### src/memSys_macros.svh
`ifndef MEMSYS_MACROS_SVH
`define MEMSYS_MACROS_SVH

// words per cache line and per memory block
`define BLOCK_WORDS 4

// memory wait cycles, counted from the accept cycle
`define WAIT_CYCLES 2

// number of direct-mapped cache lines
`define CACHE_LINES 8

// memory depth in words, as a power of two
`define MEM_WORDS_LOG2 12

// line request FIFO entries
// two lets a writeback and a fill be queued together
`define FIFO_DEPTH 2

`endif

### src/memSysPkg.sv
`include "memSys_macros.svh"

package memSysPkg;

  // data word and cpu byte address
  typedef logic [31:0] wordT;
  typedef logic [31:0] byteAddrT;

  // word address without the two word-offset bits
  typedef logic [`MEM_WORDS_LOG2-3:0] lineAddrT;

  // whole line, word 0 in the low bits
  typedef logic [`BLOCK_WORDS*32-1:0] lineDataT;

  // single word access, slave port to cache
  typedef struct packed {
    logic     write;
    byteAddrT addr;
    wordT     wdata;
  } wordReqT;

  // whole line access, cache through FIFO to memory
  typedef struct packed {
    logic     write;
    lineAddrT lineAddr;
    lineDataT data;
  } lineReqT;

  // slave port FSM
  typedef enum logic [1:0] {AXI_IDLE, AXI_BUSY, AXI_RESP} axiStateT;

  // cache controller FSM
  typedef enum logic [2:0] {
    CACHE_IDLE, CACHE_LOOKUP, CACHE_WRITEBACK, CACHE_FILL, CACHE_WAITFILL, CACHE_DONE
  } cacheStateT;

  // memory model FSM
  typedef enum logic [1:0] {MEM_IDLE, MEM_WAITING, MEM_RETURN} memStateT;

endpackage

### src/memReqFifo.sv
`include "memSys_macros.svh"

module memReqFifo
(
  input  logic               clk,
  input  logic               rstN,
  input  logic               pushValid,
  input  memSysPkg::lineReqT push,
  output logic               pushReady,
  output logic               popValid,
  output memSysPkg::lineReqT pop,
  input  logic               popReady
);

  localparam int ptrBits = (`FIFO_DEPTH > 1) ? $clog2(`FIFO_DEPTH) : 1;
  localparam int cntBits = $clog2(`FIFO_DEPTH + 1);
  localparam logic [ptrBits-1:0] lastPtr = ptrBits'(`FIFO_DEPTH - 1);
  localparam logic [cntBits-1:0] fullCnt = cntBits'(`FIFO_DEPTH);

  memSysPkg::lineReqT entries [`FIFO_DEPTH];
  logic [ptrBits-1:0] wrPtr;
  logic [ptrBits-1:0] rdPtr;
  logic [cntBits-1:0] count;
  logic doPush;
  logic doPop;

  // flags straight from occupancy
  assign pushReady = (count != fullCnt);
  assign popValid = (count != '0);
  assign pop = entries[rdPtr];
  assign doPush = pushValid && pushReady;
  assign doPop = popValid && popReady;

  always_ff @(posedge clk or negedge rstN)
  begin
    if (!rstN)
    begin
      wrPtr <= '0;
      rdPtr <= '0;
      count <= '0;
    end
    else
    begin
      // pointers wrap at depth, which need not be a power of two
      if (doPush)
      begin
        wrPtr <= (wrPtr == lastPtr) ? '0 : wrPtr + 1'b1;
      end
      if (doPop)
      begin
        rdPtr <= (rdPtr == lastPtr) ? '0 : rdPtr + 1'b1;
      end
      if (doPush && !doPop)
      begin
        count <= count + 1'b1;
      end
      else if (doPop && !doPush)
      begin
        count <= count - 1'b1;
      end
    end
  end

  // entry storage
  always_ff @(posedge clk)
  begin
    if (doPush)
    begin
      entries[wrPtr] <= push;
    end
  end

endmodule

### config.mk
export PLATFORM = sky130hd
export DESIGN_NAME = memReqFifo
export DESIGN_NICKNAME = d
export VERILOG_FILES = /design/src/memSysPkg.sv /design/src/memReqFifo.sv
export VERILOG_INCLUDE_DIRS = /design/src
export SDC_FILE = /design/constraint.sdc
export NUM_CORES = 1
export LEC_CHECK = 0
export BUFFER_PORTS_ARGS = -buffer_cell sky130_fd_sc_hd__buf_4
export CAP_MARGIN = 0
export CORE_UTILIZATION = 52
export DETAILED_ROUTE_END_ITERATION = 16
export PLACE_DENSITY_LB_ADDON = 0.08
export SYNTH_ARGS = -nofsm -noshare
export SYNTH_HDL_FRONTEND = slang
export SYNTH_SLANG_ARGS = --single-unit
### constraint.sdc
create_clock -name clk -period 9.52 [get_ports clk]
set_clock_uncertainty 0.05 [all_clocks]
set_input_delay 2.856 -clock clk [delete_from_list [all_inputs] [get_ports clk]]
set_output_delay 2.856 -clock clk [all_outputs]
set_load 0.05 [all_outputs]
=== Yosys cells after proc, flatten, opt, wreduce, memory -nomap -nowiden ===
Memory sizes are Yosys's and may differ from the RTL's.
Index checks and enable logic that the tools add are counted.

* Output and inout bits: 141
* Flip-flop bits (word level): 4
* Memories kept: 1
* RAM bits: 278

{| class="wikitable"
|+ Memories
! name !! words !! bits a word !! rd ports !! clocked after memory_dff !! write ports !! line !! text
|-
| entries || 2 || 139 || 1 || 0 || 1 || memReqFifo.sv:20 || <nowiki>memSysPkg::lineReqT entries [`FIFO_DEPTH];</nowiki>
|}

* Multiplexer cells: 6
* Reductions and logical operators: 8
* Equality and inequality tests: 1
* Add/subtract/negate cells: 4

{| class="wikitable"
|+ Operator list
! cell !! count
|-
| $logic_and 1x1->1 || 4
|-
| $mux 1 || 4
|-
| $mux 2 || 2
|-
| $reduce_bool 2->1 || 2
|-
| $add 1x1->1 const B || 2
|-
| $add 2x1->2 const B || 1
|-
| $logic_not 1->1 || 2
|-
| $ne 2x2->1 const B || 1
|-
| $sub 2x1->2 const B || 1
|}

=== Depth between registers and ports, before layout ===
* Word-level depth: 6
* Mapped depth: 7
* Depth with buffers taken out: 7

=== Worst setup path before layout ===
OpenSTA, ideal clock, no wires.

* Path type: input-to-reg
* From: in pushValid
* To: mem entries[0][0] in the netlist's numbering (enable)
* Stages on the path: 2
* Buffers on the path: 0
* Data arrival time: 8.743 ns
* Library setup time: 0.640 ns
* Required time: 8.830 ns
* Slack: 0.088 ns
* Path through: nand2_1 -> nor2_1

* Cells in the longest elaborated chain, start to end: 3

{| class="wikitable"
|+ RTL lines
! item !! line !! text
|-
| start: declaration || memReqFifo.sv:7 || <nowiki>input logic pushValid,</nowiki>
|-
| $logic_and 1x1->1 || memReqFifo.sv:31 || <nowiki>assign doPush = pushValid && pushReady;</nowiki>
|-
| $mux 1 || memReqFifo.sv:67 || <nowiki>if (doPush)</nowiki>
|-
| $mux 1 (implied by the code) || memReqFifo.sv:69 || <nowiki>entries[wrPtr] <= push;</nowiki>
|-
| end: declaration || memReqFifo.sv:20 ||
|}

Every way passes these cells.

==> summary.txt <==
Outcome
  • Run status: completed

Drt
  • DR WL met2: 10400 um
  • DR WL met3: 1870 um
  • Met1 Wirelength: 6990 um
  • Avg WL per Cell: 19.0 um
  • Detailed Routing Iterations Pass 1: 4
  • Vias: 5185
  • DRC Markers: 0
  • Vias per cell: 4.98
  • Starting DRC count in detailed routing: 180
  • Routed WL: 19800 um
  • ANT nets after route: 0
  • DR top layer: met4

Layout
  • N_diodes: 0
  • Fraction of layout cells with a size suffix above 1: 0.607
  • Nets@finish: 898
  • Area growth syn-to-layout: 30.2%
  • Commonest non-fill, non-tap cell in the layout: buf_4
  • Design area: 13900 um2
  • Non-Filler Instances: 1042
  • Fillers: 1284
  • Most frequent cells in the layout: buf_4 (288), edfxtp_1 (278), mux2_4 (100)

Clock tree
  • # clock sinks: 282
  • Post-CTS Setup Inserts: 0
  • CTS root buf: clkbuf_16
  • Worst-Skew Late Latency: 0.53 ns
  • CTS Buffer Depth: 3
  • Hold buffer count at cts: 0
  • Post_cts resized: 0
  • Clock slew at reported path FFs: 0.06 ns
  • H-tree levels: 1
  • Cts bufs inserted: 29
  • TritonCTS clock tree: yes

Setup path
  • Crit path max fanout: 67
  • Most Frequent Cell on Critical Path: buf_4
  • Reg2reg start: count[0]
  • Worst Reg-to-Reg Cells: 3
  • Slowest CP cell: dfrtp_4
  • CP Capture Type: primary output
  • Required time of the critical path: 6.61 ns
  • FF-to-FF End: entries[1][53]
  • Slowest Stage Delay on Critical Path: 1.22 ns
  • Crit path DAT: 3.10 ns
  • Cells along the critical path: buf_4 > mux2_2 > buf_4
  • Startpoint Class: flip-flop
  • Register-to-register setup slack: 6.77 ns
  • Critical path class: reg -> out

Place
  • Cell Area, Placed: 13000 um2
  • Placed instance count: 988
  • Worst slack, placed: 4.03 ns
  • Detailed placement HPWL: 13000 um
  • Final GP Congestion: 0.767
  • Port-buffer cells: 283

STA
  • # setup viols final: 0
  • Final Cycle Share: 0.630
  • Worst-margin pin slew: 1.19 ns
  • RSZ-0062 raised after global routing: no
  • Fmax: 0.167 GHz
  • Max-slew violations: 0
  • Hold Vio Cnt, Final: 0
  • Rel. slew slack: 0.204
  • Final setup margin: 3.52 ns
  • Minimum clock period: 6.00 ns
  • Fin Setup TNS: 0 ns

Yosys
  • Synth Cell Area: 10600 um2
  • Syn Area/Cell: 23.6 um2
  • Sequential fraction of the synthesis area: 0.794
  • Synth cell types: 16
  • Post-synthesis instance total: 451
  • Post-synthesis register bit count: 282
  • Ranking of synthesized cells by area: edfxtp_1 (78%), mux2_4 (14%), mux2_2 (4.1%)
  • Synth area leader: edfxtp_1
  • Syn_nets: 595
  • Yosys warnings: 0
  • Top cell type's share of synthesized area: 0.784

Run
  • # Max-Cap Violations: 0

Floorplanning
  • Total core area: 19800 um2
  • Die Area: 21000 um2
  • Height of the die: 145 um
  • Die Wd: 145 um
  • Row count: 51
  • Starting density of the core: 0.538
  • IO Count: 284

Power and ir drop
  • Max VDD drop: 0.000263 V
  • Final Power: 5.09 mW
  • PwrDens: 367 nW/um2
  • Leakage power: 5.46 nW

Global routing
  • Vias in the first global route: 5580
  • Largest net degree at the start of global routing: 75
  • GRT overflow: 0
  • Initial antenna violation count: 0
  • GRT Total Usage: 0.185
  • First-pass GRT wire length: 29800 um

Hold path
  • HP Class: reg -> reg
  • Hold path startpoint: count[1]
  • Hold path depth: 1
  • Hold path endpoint: count[1]
-- cell type report --
class | instances | area [um2] | area share
well taps | 265 | 332 | 0.0239
flip-flops and latches | 282 | 8450 | 0.610
clock buffers | 35 | 748 | 0.0540
repair buffers | 288 | 2160 | 0.156
inverters | 1 | 3.75 | 0.000271
multi-input cells | 152 | 2040 | 0.147
clock inverters | 19 | 118 | 0.00849
-- report_power, final --
group	leakage, nW	internal, mW	total (mW)	switching (mW)
clock network	0.429	0.584	1.02	0.432
logic	2.41	0.802	2.23	1.43
registers	2.63	1.70	1.84	0.140
total	5.46	3.09	5.09	2.00
-- flip-flops by register name, summed over array words and instances (netlist names) --
signal and count:
rdPtr 1, entries 278, count 2, wrPtr 1
-- synthesized netlist by cell type --
cell type / count
edfxtp_1: 278
mux2_4: 100
mux2_2: 39
buf_6: 11
buf_2: 4
dfrtp_1: 4
xnor2_1: 3
nand2_1: 2
nor2_1: 2
xor2_1: 2
and3_1: 1
buf_8: 1
ha_1: 1
inv_1: 1
nand2b_1: 1
or2_2: 1
-- kinds of logic after synthesis --
group / synth area share
xor gates and xnor gates: 0.00412
adders and majority gates: 0.00118
buffers and inverters: 0.0153
DFF: 0.794
muxes: 0.182
and+or+nand+nor: 0.00318
-- metrics by stage --
step,utilization,hold slack (ns)
after floorplan,-,0.406
after global placement,0.657,0.425
after detailed placement,0.657,0.434
after CTS,0.701,0.450
after global routing,0.701,0.485
final,0.701,0.452
-- layer usage --
layer,vias to the layer above,global-route usage
li1,2399,-
met1,2559,0.201
met2,196,0.329
met3,31,0.0679
met4,0,0.0700
met5,-,0
-- worst max path at each step --
stage / start / to / slack (ns) / cells after the start
3_3_place_gp: rdPtr / pop[123] / 4.09 / 3
5_1_grt: rdPtr / pop[137] / 3.38 / 3
3_5_place_dp: rdPtr / pop[137] / 4.03 / 3
2_1_floorplan: pushValid / entries[0][0] / 0.09 / 2
4_1_cts: rdPtr / pop[137] / 3.46 / 3
6_report: rdPtr / pop[137] / 3.52 / 3
-- critical path: cells and delay by family, from the launching register on --
kind,cells,cell delay (ns)
buffers and inverters,2,0.86
DFF,1,1.22
muxes,1,0.42
Power figures use the tool's default switching activity.
