===== src/memSys_macros.svh =====
`ifndef MEMSYS_MACROS_SVH
`define MEMSYS_MACROS_SVH

// words per cache line and per memory block
`define BLOCK_WORDS 4

// memory wait cycles, counted from the accept cycle
`define WAIT_CYCLES 2

// number of direct-mapped cache lines
`define CACHE_LINES 8

// memory depth in words, as a power of two
`define MEM_WORDS_LOG2 12

// line request FIFO entries
// two lets a writeback and a fill be queued together
`define FIFO_DEPTH 2

`endif


===== src/memSysPkg.sv =====
`include "memSys_macros.svh"

package memSysPkg;

  // data word and cpu byte address
  typedef logic [31:0] wordT;
  typedef logic [31:0] byteAddrT;

  // word address without the two word-offset bits
  typedef logic [`MEM_WORDS_LOG2-3:0] lineAddrT;

  // whole line, word 0 in the low bits
  typedef logic [`BLOCK_WORDS*32-1:0] lineDataT;

  // single word access, slave port to cache
  typedef struct packed {
    logic     write;
    byteAddrT addr;
    wordT     wdata;
  } wordReqT;

  // whole line access, cache through FIFO to memory
  typedef struct packed {
    logic     write;
    lineAddrT lineAddr;
    lineDataT data;
  } lineReqT;

  // slave port FSM
  typedef enum logic [1:0] {AXI_IDLE, AXI_BUSY, AXI_RESP} axiStateT;

  // cache controller FSM
  typedef enum logic [2:0] {
    CACHE_IDLE, CACHE_LOOKUP, CACHE_WRITEBACK, CACHE_FILL, CACHE_WAITFILL, CACHE_DONE
  } cacheStateT;

  // memory model FSM
  typedef enum logic [1:0] {MEM_IDLE, MEM_WAITING, MEM_RETURN} memStateT;

endpackage


===== src/cacheCtrl.sv =====
`include "memSys_macros.svh"

module cacheCtrl
(
  input  logic                clk,
  input  logic                rstN,
  input  logic                reqValid,
  input  memSysPkg::wordReqT  req,
  output logic                reqReady,
  output logic                doneValid,
  output memSysPkg::wordT     doneData,
  output logic                pushValid,
  output memSysPkg::lineReqT  push,
  input  logic                pushReady,
  input  logic                fillValid,
  input  memSysPkg::lineDataT fillData
);

  // address split: tag | index | word offset | byte
  localparam int offBits = $clog2(`BLOCK_WORDS);
  localparam int idxBits = $clog2(`CACHE_LINES);
  localparam int lineBits = $bits(memSysPkg::lineAddrT);
  localparam int tagBits = lineBits - idxBits;

  memSysPkg::cacheStateT state;
  memSysPkg::wordReqT curReq;
  memSysPkg::wordT rdData;

  // line storage
  logic [tagBits-1:0] tagArr [`CACHE_LINES];
  memSysPkg::lineDataT dataArr [`CACHE_LINES];
  logic [`CACHE_LINES-1:0] validArr;
  logic [`CACHE_LINES-1:0] dirtyArr;

  memSysPkg::lineAddrT curLine;
  logic [idxBits-1:0] idx;
  logic [tagBits-1:0] tag;
  logic [offBits-1:0] off;
  logic hit;
  logic victimDirty;

  // replace one word of a line
  function automatic memSysPkg::lineDataT setWord(
    memSysPkg::lineDataT line,
    logic [offBits-1:0] wordOff,
    memSysPkg::wordT w
  );
    memSysPkg::lineDataT res;
    res = line;
    res[wordOff*32 +: 32] = w;
    return res;
  endfunction

  assign curLine = curReq.addr[`MEM_WORDS_LOG2+1:offBits+2];
  assign idx = curLine[idxBits-1:0];
  assign tag = curLine[lineBits-1:idxBits];
  assign off = curReq.addr[offBits+1:2];
  assign hit = validArr[idx] && (tagArr[idx] == tag);
  assign victimDirty = validArr[idx] && dirtyArr[idx];

  // one access at a time
  assign reqReady = (state == memSysPkg::CACHE_IDLE);
  assign doneValid = (state == memSysPkg::CACHE_DONE);
  assign doneData = rdData;

  // line requests, held steady while the FIFO is full
  always_comb
  begin
    pushValid = 1'b0;
    push = '0;
    case (state)
      memSysPkg::CACHE_WRITEBACK:
      begin
        // victim address rebuilt from its stored tag
        pushValid = 1'b1;
        push.write = 1'b1;
        push.lineAddr = {tagArr[idx], idx};
        push.data = dataArr[idx];
      end
      memSysPkg::CACHE_FILL:
      begin
        pushValid = 1'b1;
        push.lineAddr = curLine;
      end
      default:
      begin
        pushValid = 1'b0;
      end
    endcase
  end

  // FSM plus valid and dirty bits
  always_ff @(posedge clk or negedge rstN)
  begin
    if (!rstN)
    begin
      state <= memSysPkg::CACHE_IDLE;
      validArr <= '0;
      dirtyArr <= '0;
    end
    else
    begin
      case (state)
        memSysPkg::CACHE_IDLE:
        begin
          if (reqValid)
          begin
            state <= memSysPkg::CACHE_LOOKUP;
          end
        end
        memSysPkg::CACHE_LOOKUP:
        begin
          if (hit)
          begin
            state <= memSysPkg::CACHE_DONE;
            if (curReq.write)
            begin
              dirtyArr[idx] <= 1'b1;
            end
          end
          else if (victimDirty)
          begin
            state <= memSysPkg::CACHE_WRITEBACK;
          end
          else
          begin
            state <= memSysPkg::CACHE_FILL;
          end
        end
        memSysPkg::CACHE_WRITEBACK:
        begin
          if (pushReady)
          begin
            state <= memSysPkg::CACHE_FILL;
          end
        end
        memSysPkg::CACHE_FILL:
        begin
          if (pushReady)
          begin
            state <= memSysPkg::CACHE_WAITFILL;
          end
        end
        memSysPkg::CACHE_WAITFILL:
        begin
          // new line is dirty only if a write lands in it
          if (fillValid)
          begin
            state <= memSysPkg::CACHE_DONE;
            validArr[idx] <= 1'b1;
            dirtyArr[idx] <= curReq.write;
          end
        end
        default:
        begin
          state <= memSysPkg::CACHE_IDLE;
        end
      endcase
    end
  end

  // tags, line data, latched request, read word
  always_ff @(posedge clk)
  begin
    if (state == memSysPkg::CACHE_IDLE && reqValid)
    begin
      curReq <= req;
    end
    if (state == memSysPkg::CACHE_LOOKUP && hit)
    begin
      rdData <= dataArr[idx][off*32 +: 32];
      if (curReq.write)
      begin
        dataArr[idx] <= setWord(dataArr[idx], off, curReq.wdata);
      end
    end
    if (state == memSysPkg::CACHE_WAITFILL && fillValid)
    begin
      // install line, merge pending write word
      tagArr[idx] <= tag;
      rdData <= fillData[off*32 +: 32];
      dataArr[idx] <= curReq.write ? setWord(fillData, off, curReq.wdata) : fillData;
    end
  end

endmodule


===== config.mk =====
export PLATFORM = sky130hd
export DESIGN_NAME = cacheCtrl
export DESIGN_NICKNAME = d
export VERILOG_FILES = /design/src/memSysPkg.sv /design/src/cacheCtrl.sv
export VERILOG_INCLUDE_DIRS = /design/src
export SDC_FILE = /design/constraint.sdc
export NUM_CORES = 1
export LEC_CHECK = 0
export BUFFER_PORTS_ARGS = -buffer_cell sky130_fd_sc_hd__buf_2
export CORE_MARGIN = 3
export CORE_UTILIZATION = 50
export DETAILED_ROUTE_END_ITERATION = 16
export GPL_TIMING_DRIVEN = 0
export PLACE_DENSITY = 0.73
export REMOVE_ABC_BUFFERS = 1
export SLEW_MARGIN = 10
export SYNTH_ARGS = -nofsm -noshare
export SYNTH_HDL_FRONTEND = slang
export SYNTH_SLANG_ARGS = --single-unit

===== constraint.sdc =====
create_clock -name clk -period 5.8 [get_ports clk]
set_input_delay 1.16 -clock clk [delete_from_list [all_inputs] [get_ports clk]]
set_output_delay 1.16 -clock clk [all_outputs]
set_load 0.05 [all_outputs]

After elaboration in Yosys (flattened, before gate mapping)
Memories as Yosys holds them, arrays and structs flattened. A register that Yosys moved wholly into a read port is not among the register bits.
Cells that the tools add are included.
{"block": "word_totals", "n_memories": 2, "out_inout_bits": 174, "regBits": 98, "word_cells": 79, "ram_bits": 1080}
{"name": "dataArr", "words": 8, "word_bits": 128, "read_ports": 1, "rd_clocked_by_memory_dff": 1, "wr": 1, "line_no": "cacheCtrl.sv:31", "text": "memSysPkg::lineDataT dataArr [`CACHE_LINES];"}
{"name": "tagArr", "words": 8, "word_bits": 7, "read_ports": 1, "rd_clocked_by_memory_dff": 1, "wr": 1, "line_no": "cacheCtrl.sv:30", "text": "logic [tagBits-1:0] tagArr [`CACHE_LINES];"}
{"block": "classes", "muxes": 35, "addsub": 1, "bitwise_logic": 3, "shift": 4, "n_lt_le_gt_ge": 2, "n_reduce_logical": 13, "n_eq_ne": 12}
{"cell": "128-bit 2-to-1 mux", "n": 3}
{"cell": "128-bit bitwise mux", "n": 2}
{"cell": "128-bit by 8-bit variable part select with 32-bit output", "n": 2}
{"cell": "32-bit by 34-bit variable shift with 128-bit output (first input constant)", "n": 1}
{"cell": "32-bit by 34-bit variable part select with 128-bit output", "n": 1}
{"cell": "32-bit 2-to-1 mux", "n": 2}
{"cell": "7-bit negation with 34-bit output", "n": 1}
{"cell": "8-bit 2-to-1 mux", "n": 3}
{"cell": "3-bit 2-to-1 mux", "n": 7}
{"cell": "10-bit one-hot mux with 2 select lines", "n": 1}
{"cell": "8-bit OR", "n": 2}
{"cell": "8-bit one-hot mux with 2 select lines", "n": 1}
{"cell": "3-bit one-hot mux with 5 select lines", "n": 1}
{"cell": "2-bit != test (second input constant)", "n": 6}
{"cell": "1-bit 2-to-1 mux", "n": 11}
{"cell": "8-bit bitwise mux", "n": 1}
{"cell": "4-bit AND reduction", "n": 2}
{"cell": "7-bit == test", "n": 1}
{"cell": "1-bit binary-select mux with 3-bit select", "n": 2}
{"cell": "3-bit by 2-bit == test with 1-bit output (second input constant)", "n": 2}
{"cell": "3-bit == test (second input constant)", "n": 2}
{"cell": "1-bit logical AND", "n": 6}
{"cell": "3-bit by 4-bit < comparator with 1-bit output (second input constant)", "n": 1}
{"cell": "2-bit nonzero test", "n": 2}
{"cell": "7 further kinds", "n": 7}

Longest topological paths before layout
{"block": "logic_depth", "ltp_word": 8, "depth_mapped": 10, "depth_no_buf": 6}

Worst setup path before layout
OpenSTA, ideal clock, no wires.
{"block": "synth_timing", "path_kind": "input to register", "start": "input fillValid", "end": "memory dataArr[0][0] (netlist bit), enable pin", "required_ns": 5.267, "n_path_buf": 3, "path_stages": 6, "arrival_time_ns": 5.868, "slack_ns": -0.602, "cell_sequence": "nand3b_1 or2_2 clkbuf_1 clkbuf_1 clkbuf_1 a21oi_2"}
{"block": "synth_via", "elab_chain_len": 4}
{"element": "from (decl)", "line_no": "cacheCtrl.sv:15", "text": "input logic fillValid,"}
{"element": "1-bit logical AND", "line_no": "cacheCtrl.sv:177", "text": "if (state == memSysPkg::CACHE_WAITFILL && fillValid)"}
{"element": "1-bit 2-to-1 mux", "line_no": "cacheCtrl.sv:177"}
{"element": "1-bit 2-to-1 mux", "line_no": "cacheCtrl.sv:182", "text": "dataArr[idx] <= curReq.write ? setWord(fillData, off, curReq.wdata) : fillData;"}
{"element": "1-bit OR (no line)"}
{"element": "to (decl)", "line_no": "cacheCtrl.sv:31"}
Every way passes these cells.

==> run summary <==
run status - finished, final reports clean
Iteration-0 DRC Markers - 3441
Final #Nets - 3425
effective utilization at floorplan - 50.5%
setup TNS - 0 ps
sequential share of the synthesized area - 70.9%
fin worst setup slack - 716 ps
Critical Path AT - 5490 ps
dpl hpwl - 84.1 mm
Tcrit/Tclk final - 87.7%
max-cap violations - 0
# setup viols final - 0
dominant synthesized flop cell - edfxtp_1
P_leak - 20.0 nW
Die X - 321 um
Max Clk Rate - 0.197 GHz
count of different cell masters after synthesis - 55
sw frac - 33.4%
overall power - 27.3 mW
Fin Hold WS - 393 ps
IO Pins - 372
Root Driver - clkbuf_16
Critical Path RT - 6200 ps
Post-Syn Area - 0.0497 sq mm
fin area - 0.0589 sq mm
Clock Tree Buf Depth - 3
Yosys top cell by area - edfxtp_1
Async SR Flop Fraction - 1.61%
hold_buf cts - 0
Finished Layout Cells - 4599
Net Sw Power - 9.13 mW
Post-Synthesis Cells - 2844
via count - 29200
setup bufs post-CTS - 0
final wirelength - 131 mm
core footprint - 0.0986 sq mm
Die ar. - 0.103 sq mm
fin. max-slew vios - 0
syn_area_per_cell - 17.5 sq um
DRC violations left - 0
count of flip-flops with a built-in enable after synthesis - 1157
clock network fraction of design power - 27.6%
Worst R2R Path Depth - 12
Internal Power - 18.2 mW
H-tree levels - 3
I/O Buffers - 351
R2R setup slack - 720 ps
Comb pwr share - 32.3%
worst hold path type - in -> async
post-cts sizing count - 0
Finished Core Util - 59.8%
DRT antenna net count - 0
vias in the first global route - 29200
#FFs+latches synth - 1179
remaining global-route overflow - 0
register share of total power - 40.1%
Slew Limit Headroom - 13.7%
area delta synth->final - 18.4%
critical path launch point type - flop
die height - 321 um
Avg WL per Cell - 28.5 um
RSZ-0062 raised after global routing - false
TritonRoute pass-1 iters - 6
initial antenna violation count - 8
Num CTS Buffers - 114
gp weighted congestion - 0.771
clock latency on the worst-skew pair - 710 ps
pwr dens - 464 mW/mm^2
first-pass GRT wire length - 192 mm
final hold violation count - 0
worst r2r dst - dataArr[2][40]$_DFFE_PP_
Slew @ Worst Pin - 1290 ps
CP Max Fanout - 32
Crit Path Category - reg -> reg
final clock skew - 35.3 ps
Area contributors post-synth - edfxtp_1 70%, mux4_2 12%, mux2i_1 3.0%
share of Yosys cell area claimed by the top area cell type - 69.8%
clock net sink count - 1179
Placed Area - 0.0551 sq mm
CTS clk-pin slew, worst paths - 60 ps
Row Count - 115
Setup WS pre-CTS - 746 ps
capturing element type of the critical path - flop
placed instance count - 4393
Warnings, synthesis - 0
CTS tree - done
share of cells above drive strength 1 - 32.8%
Final Critical Period - 5080 ps
Worst IR Drop VDD - 0.357 mV
largest net degree at the start of global routing - 86
Via-to-Cell Ratio - 6.34
GR Util All Layers - 25.4%
layer usage:
layer	vias up	GRT usage, %	wire length [um]
met2	1678	41.7	64600
met3	244	4.97	12000
met5	-	0	35
li1	12300	-	-
met1	14900	34.5	50800
met4	6	8.09	3760
synthesized netlist by cell type, types with 10 or more instances:
cell	instances
or2_2	10
a21oi_1	12
clkbuf_1	134
nor2_1	148
nand3_1	137
o211ai_1	97
nand2_1	269
buf_1	26
dfrtp_1	19
buf_2	40
o21ai_0	110
buf_4	13
o21a_1	32
edfxtp_1	1157
mux2i_1	151
mux4_2	262
o221a_2	128
placed cells by master (no fill, tap or decap), types with 12 or more instances in the layout:
cell type,count
a21oi_1,12
buf_12,40
buf_16,58
buf_2,351
buf_6,12
bufinv_16,16
clkbuf_1,17
clkbuf_16,115
clkinv_1,20
clkinv_2,18
dfrtp_1,19
edfxtp_1,1157
mux2i_1,151
mux4_2,262
nand2_1,269
nand3_1,137
nor2_1,148
o211ai_1,97
o21a_1,32
o21ai_0,109
o221a_2,128
worst max-delay path, stage by stage, from the launching register on:
cell	delay (ps)
dfxtp_4	770
buf_16	320
mux2_2	380
o2bb2ai_1	290
nor4_1	110
nor3_2	210
nand4_2	690
a21oi_4	830
buf_12	260
buf_16	190
buf_12	190
buf_12	210
buf_16	180
registers in the layout, indices dropped and copies added (netlist names), named ones only:
signal,flops
dataArr,1024
validArr,8
curLine,10
state,3
curReq,35
doneData,32
dirtyArr,8
tagArr,56
final cells by class:
type                            count  area (sq um)
Fill cell                        6990         39600
Sequential cell                  1179         35300
Multi-Input combinational cell   1440         13700
Timing Repair Buffer              480          4510
Clock buffer                      132          2940
Tap cell                         1287          1610
Clock inverter                     72           853
Inverter                            7          26.3
Antenna cell                        2          5.00
power groups by stage:
stage	Clock (mW)	Combinational [mW]	Sequential, mW
final	7.53	8.83	11.0
after floorplan	0	6.30	11.5
after detailed placement	0	8.82	11.1
after global placement	0	8.31	11.8
after global routing	7.97	9.43	11.0
after CTS	7.63	8.86	11.0
worst max path at each step:
stage | start | end | slack, ps | depth (start not counted)
final | flop | dataArr[2][40]$_DFFE_PP_ | 720 | 12
after global routing | flop | dataArr[2][40]$_DFFE_PP_ | 430 | 12
after CTS | flop | push[32] | 650 | 7
after detailed placement | flop | dataArr[2][41]$_DFFE_PP_ | 750 | 12
after global placement | flop | dataArr[1][105]$_DFFE_PP_ | -21690 | 5
after floorplan | flop | dataArr[0][0]$_DFFE_PP_ | -11900 | 5
cells by family after synthesis:
kind of cell,after synthesis,synth area share (%)
buffers and inverters,225,1.97
xor gates and xnor gates,4,0.0704
muxes,422,15.2
adders and majority gates,5,0.126
AOI/OAI and AO/OA,411,6.60
and+or+nand+nor,598,5.13
DFF,1179,70.9
Power figures use the tool's default switching activity.
