===== config.mk =====
export PLATFORM = sky130hd
export DESIGN_NAME = axiLiteSlave
export DESIGN_NICKNAME = d
export VERILOG_FILES = /design/src/memSysPkg.sv /design/src/axiLiteSlave.sv
export VERILOG_INCLUDE_DIRS = /design/src
export SDC_FILE = /design/constraint.sdc
export NUM_CORES = 1
export LEC_CHECK = 0
export ABC_AREA = 1
export ABC_CLOCK_PERIOD_IN_PS = 2720
export BUFFER_PORTS_ARGS = -buffer_cell sky130_fd_sc_hd__buf_2
export CORE_AREA = 2 2 123 89
export CTS_CLUSTER_SIZE = 12
export DETAILED_ROUTE_END_ITERATION = 8
export DIE_AREA = 0 0 125 91
export PLACE_DENSITY_LB_ADDON = 0.1
export SLEW_MARGIN = 20
export SYNTH_ARGS = -nofsm -noshare
export SYNTH_HDL_FRONTEND = slang
export SYNTH_SLANG_ARGS = --single-unit

===== constraint.sdc =====
create_clock -name clk -period 2.72 [get_ports clk]
set_clock_uncertainty 0.1 [all_clocks]
set_input_delay 0.136 -clock clk [delete_from_list [all_inputs] [get_ports clk]]
set_output_delay 0.136 -clock clk [all_outputs]
set_load 0.01 [all_outputs]

===== src/memSys_macros.svh =====
`ifndef MEMSYS_MACROS_SVH
`define MEMSYS_MACROS_SVH

// words per cache line and per memory block
`define BLOCK_WORDS 4

// memory wait cycles, counted from the accept cycle
`define WAIT_CYCLES 2

// number of direct-mapped cache lines
`define CACHE_LINES 8

// memory depth in words, as a power of two
`define MEM_WORDS_LOG2 12

// line request FIFO entries
// two lets a writeback and a fill be queued together
`define FIFO_DEPTH 2

`endif


===== src/memSysPkg.sv =====
`include "memSys_macros.svh"

package memSysPkg;

  // data word and cpu byte address
  typedef logic [31:0] wordT;
  typedef logic [31:0] byteAddrT;

  // word address without the two word-offset bits
  typedef logic [`MEM_WORDS_LOG2-3:0] lineAddrT;

  // whole line, word 0 in the low bits
  typedef logic [`BLOCK_WORDS*32-1:0] lineDataT;

  // single word access, slave port to cache
  typedef struct packed {
    logic     write;
    byteAddrT addr;
    wordT     wdata;
  } wordReqT;

  // whole line access, cache through FIFO to memory
  typedef struct packed {
    logic     write;
    lineAddrT lineAddr;
    lineDataT data;
  } lineReqT;

  // slave port FSM
  typedef enum logic [1:0] {AXI_IDLE, AXI_BUSY, AXI_RESP} axiStateT;

  // cache controller FSM
  typedef enum logic [2:0] {
    CACHE_IDLE, CACHE_LOOKUP, CACHE_WRITEBACK, CACHE_FILL, CACHE_WAITFILL, CACHE_DONE
  } cacheStateT;

  // memory model FSM
  typedef enum logic [1:0] {MEM_IDLE, MEM_WAITING, MEM_RETURN} memStateT;

endpackage


===== src/axiLiteSlave.sv =====
module axiLiteSlave
(
  input  logic                clk,
  input  logic                rstN,
  input  logic                awvalid,
  input  memSysPkg::byteAddrT awaddr,
  input  logic                wvalid,
  input  memSysPkg::wordT     wdata,
  input  logic                arvalid,
  input  memSysPkg::byteAddrT araddr,
  input  logic                bready,
  input  logic                rready,
  output logic                awready,
  output logic                wready,
  output logic                arready,
  output logic                bvalid,
  output logic                rvalid,
  output memSysPkg::wordT     rdata,
  output logic                reqValid,
  output memSysPkg::wordReqT  req,
  input  logic                reqReady,
  input  logic                doneValid,
  input  memSysPkg::wordT     doneData
);

  memSysPkg::axiStateT state;
  logic wrAccept;
  logic rdAccept;
  logic respTaken;

  // write needs both aw and w, and wins over a read in the same cycle
  assign wrAccept = (state == memSysPkg::AXI_IDLE) && awvalid && wvalid;
  assign rdAccept = (state == memSysPkg::AXI_IDLE) && arvalid && !(awvalid && wvalid);
  assign awready = wrAccept;
  assign wready = wrAccept;
  assign arready = rdAccept;

  // master took whichever response is up
  assign respTaken = (bvalid && bready) || (rvalid && rready);

  always_ff @(posedge clk or negedge rstN)
  begin
    if (!rstN)
    begin
      state <= memSysPkg::AXI_IDLE;
      reqValid <= 1'b0;
      bvalid <= 1'b0;
      rvalid <= 1'b0;
    end
    else
    begin
      case (state)
        memSysPkg::AXI_IDLE:
        begin
          if (wrAccept || rdAccept)
          begin
            state <= memSysPkg::AXI_BUSY;
            reqValid <= 1'b1;
          end
        end
        memSysPkg::AXI_BUSY:
        begin
          // drop valid once the cache has it
          if (reqValid && reqReady)
          begin
            reqValid <= 1'b0;
          end
          // completion goes out one cycle after done
          if (doneValid)
          begin
            state <= memSysPkg::AXI_RESP;
            bvalid <= req.write;
            rvalid <= !req.write;
          end
        end
        memSysPkg::AXI_RESP:
        begin
          // held until the master is ready
          if (respTaken)
          begin
            state <= memSysPkg::AXI_IDLE;
            bvalid <= 1'b0;
            rvalid <= 1'b0;
          end
        end
        default:
        begin
          state <= memSysPkg::AXI_IDLE;
        end
      endcase
    end
  end

  // request and read data payload
  always_ff @(posedge clk)
  begin
    if (wrAccept)
    begin
      req <= '{write: 1'b1, addr: awaddr, wdata: wdata};
    end
    else if (rdAccept)
    begin
      req <= '{write: 1'b0, addr: araddr, wdata: '0};
    end
    // stays stable through RESP
    if (state == memSysPkg::AXI_BUSY && doneValid)
    begin
      rdata <= doneData;
    end
  end

endmodule


Word-level counts from Yosys, hierarchy flattened
Index checks and enable logic that the tools add are counted. W data, S select, Z words.

Eq/ne operators: 6. Multiplexer cells: 14. Reduce and logical (&&, ||, !) cells: 20.

Operators by type and width (count): $mux W64 (2); $logic_and A1 B1 Y1 (9); $reduce_and A3 Y1 (3); $mux W2 (3); $ne A2 B2 Y1 const B (3); $pmux W1 S2 (3); $pmux W2 S3 (1); $reduce_bool A2 Y1 (3); $mux W1 (5); $eq A2 B1 Y1 const B (1); $eq A2 B2 Y1 const B (1); $logic_not A1 Y1 (2); $logic_not A2 Y1 (1); $logic_or A1 B1 Y1 (2); $ne A2 B1 Y1 const B (1).

Bits in registers: 102. Bits of input ports: 137. Output and inout bits: 103. Word-level logic and storage cells: 48.

Depth between registers and ports, before layout
Gate-level depths: netlist of run 1.

Word-level depth: 6. Gate-level depth with buffers: 7.

Worst setup path before layout of run 1
No wires, ideal clock.

Path type: flip-flop to flip-flop. From: register state[0]. To: register req[0] in the netlist's numbering, enable pin. Library setup time: 424 ps. Arrival time: 2267 ps. Data required time: 2196 ps. Setup slack: -71 ps. Stages on the path, launching flop included: 6. Buffers on the path: 2. Period minus slack after synthesis: 2791 ps. Cells stage by stage: dfrtp_1 -> nor2_2 -> nand2_2 -> buf_6 -> buf_6 -> nand2_1.

Word-level cells in the longest chain between the ends: 4. Elaborated cells between the ends (all ways): 6. Classes of those cells: 6 x reduce/logical.

RTL lines: start: declaration (RTL line axiLiteSlave.sv:26) `memSysPkg::axiStateT state;`; start signal: assignment (RTL line axiLiteSlave.sv:45) `state <= memSysPkg::AXI_IDLE;`; start signal: assignment (RTL line axiLiteSlave.sv:57) `state <= memSysPkg::AXI_BUSY;`; start signal: assignment (RTL line axiLiteSlave.sv:71) `state <= memSysPkg::AXI_RESP;`; $logic_not A2 Y1 (*) (RTL line axiLiteSlave.sv:32, axiLiteSlave.sv:33); $logic_and A1 B1 Y1 (on tied branches) (2 in a row) (RTL line axiLiteSlave.sv:32, axiLiteSlave.sv:33); $reduce_bool A2 Y1 (no source line) (*); end signal: assignment (RTL line axiLiteSlave.sv:99) `req <= '{write: 1'b1, addr: awaddr, wdata: wdata};`; end signal: assignment (RTL line axiLiteSlave.sv:103) `req <= '{write: 1'b0, addr: araddr, wdata: '0};`; end: declaration (RTL line axiLiteSlave.sv:20) `output memSysPkg::wordReqT req,`.

Mark *: on every way between the ends. The rest lies on a longest branch, timed or not. A chain may end at the register's enable or synchronous reset.

Final worst setup path of run 1
From: register state[0]. To: register req[46] in the netlist's numbering (data pin).

Word-level cells in the longest chain between the ends: 4.

RTL lines: $logic_not A2 Y1 (RTL line axiLiteSlave.sv:32) `assign wrAccept = (state == memSysPkg::AXI_IDLE) && awvalid && wvalid;`; $logic_and A1 B1 Y1 (2 in a row) (RTL line axiLiteSlave.sv:32); $mux W64 (RTL line axiLiteSlave.sv:97) `if (wrAccept)`.

Every way passes these cells.

==> results of run 1 <==
-- synthesized netlist by cell type --
| master | count | area [sq um] |
|---|---|---|
| nand2_1 | 114 | 428 |
| edfxtp_1 | 96 | 2880 |
| inv_1 | 37 | 139 |
| nor2_1 | 25 | 93.8 |
| nor2_2 | 11 | 68.8 |
| dfrtp_1 | 5 | 125 |
| buf_2 | 4 | 20.0 |
| buf_4 | 4 | 30.0 |
| nand3_1 | 4 | 20.0 |
| buf_6 | 3 | 33.8 |
| dfxtp_1 | 1 | 20.0 |
| inv_2 | 1 | 3.75 |
| nand2_2 | 1 | 6.26 |
| o211ai_1 | 1 | 7.51 |
-- repair_timing --
| action | in CTS | in global routing |
|---|---|---|
| hold buffers | 123 | 0 |
| hold endpoints to repair | 95 | 0 |
| setup endpoints to repair | 0 | 0 |
-- registers in the layout, indices dropped and copies added (netlist names) --
name	cells
rvalid	1
bvalid	1
reqValid	1
rdata	32
state	2
req	65
-- worst min-delay path, delay by kind of cell --
family | cells | cell delay [ns]
AND/OR/NAND/NOR | 1 | 0.09
buffers and inverters | 2 | 0.12
-- per-stage QoR --
step,utilization,hold WS (ns)
final,0.660,0.0109
after global routing,0.660,0.0127
after CTS,0.660,0.000345
after detailed placement,0.511,-0.136
after global placement,0.511,-0.138
after floorplan,-,-0.260
-- report_power, final --
group,switching [mW],internal (mW),total (mW)
registers,0.129,2.29,2.42
clock network,0.577,0.631,1.21
logic,0.864,0.640,1.50
-- cells by family after synthesis --
group                  synth area share
buffers and inverters            0.0584
AO/OA/AOI/OAI                   0.00194
AND/OR/NAND/NOR                   0.159
flip-flops                        0.781
-- per-layer routing --
layer / track usage / wire length (microns) / vias to the layer above
met5: 0 / 0 / -
met4: 0.0574 / 106 / 0
met3: 0.0595 / 836 / 14
met2: 0.335 / 5520 / 152
met1: 0.210 / 4180 / 1603
li1: - / - / 1715
-- final timing paths --
kind                                    endpoint  slack [ns]            startpoint  cells after the start
max reg2reg                    req[46]$_DFFE_PP_        0.59  state[0]$_DFFE_PN0P_                      6
max in group asynchronous   state[1]$_DFFE_PN0P_        2.33                  rstN                      2
max                            req[46]$_DFFE_PP_        0.59  state[0]$_DFFE_PN0P_                      6
min in group asynchronous     bvalid$_DFFE_PN0P_        0.05                  rstN                      2
min                        req[17]$_SDFFCE_PP0P_        0.01             wdata[17]                      3
min reg2reg                   bvalid$_DFFE_PN0P_        0.40  req[64]$_SDFFE_PN1P_                      2
-- layout make-up --
type,instances,area share
inverter,38,0.0213
multi-input combinational,156,0.0935
clock inverter,7,0.00802
tap,132,0.0246
sequential,102,0.451
clock buffer,9,0.0336
timing repair buffer,367,0.368
==> flow_metrics.py, run 1 <==
metrics = {
    "status": {
        "outcome": "completed",
    },
    "timing": {
        "max_slew_margin": 0.605,
        "setup_tns_ns": 0,
        "period_share": 0.782,
        "finalSetupViolations": 0,
        "setup_ws_ns": 0.594,
        "hold_violations": 0,
        "fmax_mhz": 470,
        "worst_slew_pin_slew_ns": 0.591,
        "fin_crit_ns": 2.13,
        "drv_slew": 0,
        "rsz0062_at_grt": "no",
    },
    "grt": {
        "grt_pass1_vias": 3499,
        "track_usage": 0.185,
        "antenna_found_initial": 0,
        "grt_max_degree": 47,
        "grt_pass1_wl_microns": 16600,
        "grt-ovfl-total": 0,
    },
    "floorplanning": {
        "io_pins": 240,
        "initial_core_util": 0.382,
        "rows": 31,
        "dieWidth_microns": 125,
        "die_area_sq_um": 11400,
        "core_area_sq_um": 10200,
        "fp.dieH_microns": 91,
    },
    "synthesis": {
        "ys_warn_count": 0,
        "avgSynthCellArea_sq_um": 12.6,
        "synth_seq_cells": 102,
        "netlist_area_sq_um": 3880,
        "synthCells": 307,
        "synth_nets": 444,
        "ys_types": 14,
        "synth_seq_area_share": 0.781,
    },
    "finish": {
        "fin_area_sq_um": 6710,
        "stdcell_count": 811,
        "fin_nets": 811,
        "fill_cells": 825,
        "mostFrequentLayoutCell": "buf_2",
        "layout_common_cells": "239 x buf_2, 123 x dlygate4sd3_1, 113 x nand2_1",
        "n_antenna_cell": 0,
        "syn_to_final_growth_pct": 72.9,
        "drive_gt1_frac": 0.402,
        "seq_area_sq_um": 3030,
        "multi_input_area_sq_um": 627,
    },
    "clock_network": {
        "cts_tree": "done",
        "h-tree-depth": 3,
        "clk_latency_ns": 0.34,
        "path_clk_slew_ns": 0.07,
        "clkSinkCount": 102,
        "clockRootBuffer": "clkbuf_16",
        "cts-resized-gates": 0,
        "numCtsBuffers": 9,
        "post-cts-setup-buffers": 0,
        "clk_path_buf_depth": 2,
    },
    "routing": {
        "drt-wirelength-per-cell_microns": 13.1,
        "routed_wl_microns": 10600,
        "vias": 3484,
        "drtIter0Drc": 179,
        "drc": 0,
        "first_pass_iters": 4,
        "detail-route-antenna-nets": 0,
        "vias_per_cell": 4.30,
    },
    "power": {
        "p_leak_nw": 3.23,
        "power_density_nw_per_um2": 766,
        "ir_drop_mv": 0.453,
        "power_mw": 5.13,
    },
    "setup_path": {
        "crit_slowest_cell": "dlygate4sd3_1",
        "cp_top_family": "buffers and inverters",
        "required_ns": 2.82,
        "start_kind": "flop",
        "crit_path_max_fanout": 34,
        "crit_top_cell": "nand2_1",
        "end_kind": "flop",
        "slowest_delay_ns": 0.55,
        "cp.arrival_ns": 2.23,
        "worstPathCellList": "nor2_2 > nand2_2 > inv_2 > nand2_1 > nand2_1 > dlygate4sd3_1",
        "path_buf_inv": 2,
        "path_class": "reg2reg",
    },
    "placement": {
        "finalWeightedCongestion": 0.778,
        "dpl_cell_area_sq_um": 5200,
        "placedCellCount": 672,
        "hpwl_microns": 6980,
        "io_buffers": 239,
        "pre_cts_slack_ns": 0.927,
    },
    "run": {
        "max_cap_viol_count": 0,
    },
    "hold_path": {
        "hp-class": "in2reg",
    },
}
No activity file was read; power rests on OpenSTA's default activity.
==> inputs of run 2 (changes only) <==
--- a/config.mk
+++ b/config.mk
@@ -7,12 +7,12 @@
 export NUM_CORES = 1
 export LEC_CHECK = 0
 export ABC_AREA = 1
-export ABC_CLOCK_PERIOD_IN_PS = 2720
+export ABC_CLOCK_PERIOD_IN_PS = 2100
 export BUFFER_PORTS_ARGS = -buffer_cell sky130_fd_sc_hd__buf_2
-export CORE_AREA = 2 2 123 89
+export CORE_AREA = 2 2 117 85
 export CTS_CLUSTER_SIZE = 12
 export DETAILED_ROUTE_END_ITERATION = 8
-export DIE_AREA = 0 0 125 91
+export DIE_AREA = 0 0 119 87
 export PLACE_DENSITY_LB_ADDON = 0.1
 export SLEW_MARGIN = 20
 export SYNTH_ARGS = -nofsm -noshare
==> constraint.sdc (replaced) <==
create_clock -name clk -period 2.1 [get_ports clk]
set_clock_uncertainty 0.1 [all_clocks]
set_input_delay 0.105 -clock clk [delete_from_list [all_inputs] [get_ports clk]]
set_output_delay 0.105 -clock clk [all_outputs]
set_load 0.01 [all_outputs]
==> run 2 against run 1 <==
  * Worst setup slack worse by 0.42 ns
  * First-iteration DRC count is 8.9% lower
  * Critical path type is now reg2out
  * Via count is 1.5% higher
  * Critical path depth is 2 lower
  * Critical endpoint is now wready
  * Clock-buffer cell count stayed put
  * Largest power group unchanged
  * Power is 28% higher
==> flow_metrics.py, run 2 (synthesis results as in run 1) <==
metrics = {
    "status": {
        "outcome": "completed",
    },
    "setup_path": {
        "required_ns": 1.89,
        "worstPathCellList": "nor2_2 > nand2_2 > inv_4 > buf_2",
        "slowest_delay_ns": 0.41,
        "cp.arrival_ns": 1.72,
        "start_kind": "flop",
        "crit_slowest_cell": "dfrtp_1",
        "crit_path_max_fanout": 34,
        "end_kind": "primary output",
        "path_class": "reg2out",
    },
    "finish": {
        "fin_area_sq_um": 6840,
        "n_antenna_cell": 0,
        "reg_top3": "req x65, rdata x32, state x2",
        "fin_util": 0.732,
        "layout_common_cells": "239 x buf_2, 133 x dlygate4sd3_1, 113 x nand2_1",
        "top_register": "req",
        "largest_reg_flops": 65,
        "mostFrequentLayoutCell": "buf_2",
        "fin_nets": 822,
        "syn_to_final_growth_pct": 76.3,
        "drive_gt1_frac": 0.397,
    },
    "routing": {
        "first_pass_iters": 4,
        "vias_per_cell": 4.32,
        "drtIter0Drc": 163,
        "drc": 0,
        "drt-wirelength-per-cell_microns": 13.5,
        "detail-route-antenna-nets": 0,
        "dr_wl_met2_microns": 5610,
        "highest_layer": "met4",
        "met1_length_microns": 4350,
        "routed_wl_microns": 11000,
        "met3WireLength_microns": 828,
        "vias": 3536,
    },
    "timing": {
        "hold_violations": 0,
        "fin_crit_ns": 1.92,
        "fmax_mhz": 520,
        "period_share": 0.915,
        "worst_slew_pin_slew_ns": 0.414,
        "max_slew_margin": 0.724,
        "setup_tns_ns": 0,
        "rsz0062_at_grt": "no",
        "finalSetupViolations": 0,
        "drv_slew": 0,
    },
    "hold_path": {
        "hp-class": "in2reg",
    },
    "clock_network": {
        "clkSinkCount": 102,
        "h-tree-depth": 3,
        "clk_latency_ns": 0.33,
        "cts_tree": "done",
        "numCtsBuffers": 9,
        "path_clk_slew_ns": 0.07,
        "clockRootBuffer": "clkbuf_16",
        "post-cts-setup-buffers": 0,
        "clk_path_buf_depth": 2,
    },
    "floorplanning": {
        "die_area_sq_um": 10400,
        "rows": 30,
        "fp.dieH_microns": 87,
        "dieWidth_microns": 119,
        "io_pins": 240,
        "initial_core_util": 0.415,
        "core_area_sq_um": 9350,
    },
    "power": {
        "ir_drop_mv": 0.512,
        "power_frac_clock": 0.231,
        "internal_power_mw": 4.57,
        "p_seq_frac": 0.476,
        "p_leak_nw": 3.28,
        "power_density_nw_per_um2": 961,
        "swShare": 0.306,
        "combPwrFrac": 0.294,
        "p_sw_mw": 2.01,
    },
    "grt": {
        "grt-ovfl-total": 0,
        "track_usage": 0.213,
        "antenna_found_initial": 0,
        "grt_pass1_wl_microns": 16900,
        "grt_pass1_vias": 3555,
        "grt_max_degree": 47,
    },
    "placement": {
        "finalWeightedCongestion": 0.850,
        "hpwl_microns": 6720,
        "dpl_cell_area_sq_um": 5230,
        "io_buffers": 239,
    },
    "run": {
        "max_cap_viol_count": 0,
    },
}
run 2: changes by cell type in the layout (fill, tap and decap cells not counted), sizes merged:
cell / delta
buf: +1
clkinv: +3
inv: -3
dlygate4sd3: +10
run 2: worst max-delay path: cells and delay by family (launching register included):
kind	cells	cell delay, ns
flops	1	0.41
buf+inv	2	0.57
simple gates	2	0.40
run 2: timing repair:
| item | 4_1_cts | 5_1_grt |
|---|---|---|
| resized for setup | 0 | 2 |
| hold endpoints to repair | 104 | 0 |
| hold buffers | 133 | 0 |
| endpoints found under the setup margin | 0 | 2 |
run 2: stage by stage:
step / hold WS (ns) / power [mW] / instances / worst slack (ns)
floorplan: -0.291 / 4.04 / 307 / 0.272
global placement: -0.174 / 4.87 / 669 / 0.363
detailed placement: -0.170 / 4.88 / 669 / 0.332
CTS: 0.0325 / 6.60 / 818 / 0.00780
global route: 0.0389 / 6.91 / 818 / 0.0677
finish: 0.0548 / 6.57 / 818 / 0.178
run 2: path summary, 6_finish.rpt:
| path | start | end | slack [ns] | cells after the start |
|---|---|---|---|---|
| max | state[0]$_DFFE_PN0P_ | wready | 0.18 | 4 |
| min | rready | rvalid$_DFFE_PN0P_ | 0.05 | 6 |
| max reg2reg | state[0]$_DFFE_PN0P_ | req[16]$_SDFFCE_PP0P_ | 0.31 | 4 |
| min reg2reg | req[64]$_SDFFE_PN1P_ | bvalid$_DFFE_PN0P_ | 0.38 | 2 |
| max in group asynchronous | rstN | reqValid$_DFFE_PN0P_ | 1.71 | 2 |
| min in group asynchronous | rstN | rvalid$_DFFE_PN0P_ | 0.06 | 2 |
run 2: area by class of cell:
type	count	area, sq um
well taps	128	160
repair buffers	378	2600
clock buffers	9	225
flip-flops and latches	102	3030
inverters	38	145
multi-input cells	156	632
fillers	626	2510
clock inverters	7	50.0
run 2: per-layer routing:
metal  global-route usage  up-vias
li1                     -     1739
met1                0.233     1606
met5                    0        -
met2                0.382      172
met3               0.0740       19
met4               0.0877        0
run 2: power groups by stage:
| stage | clock network, mW | logic (mW) | registers, mW |
|---|---|---|---|
| final | 1.52 | 1.93 | 3.13 |
| after global routing | 1.63 | 2.11 | 3.18 |
| after CTS | 1.56 | 1.93 | 3.12 |
| after detailed placement | 0 | 1.73 | 3.15 |
| after global placement | 0 | 1.72 | 3.14 |
| after floorplan | 0 | 0.560 | 3.48 |
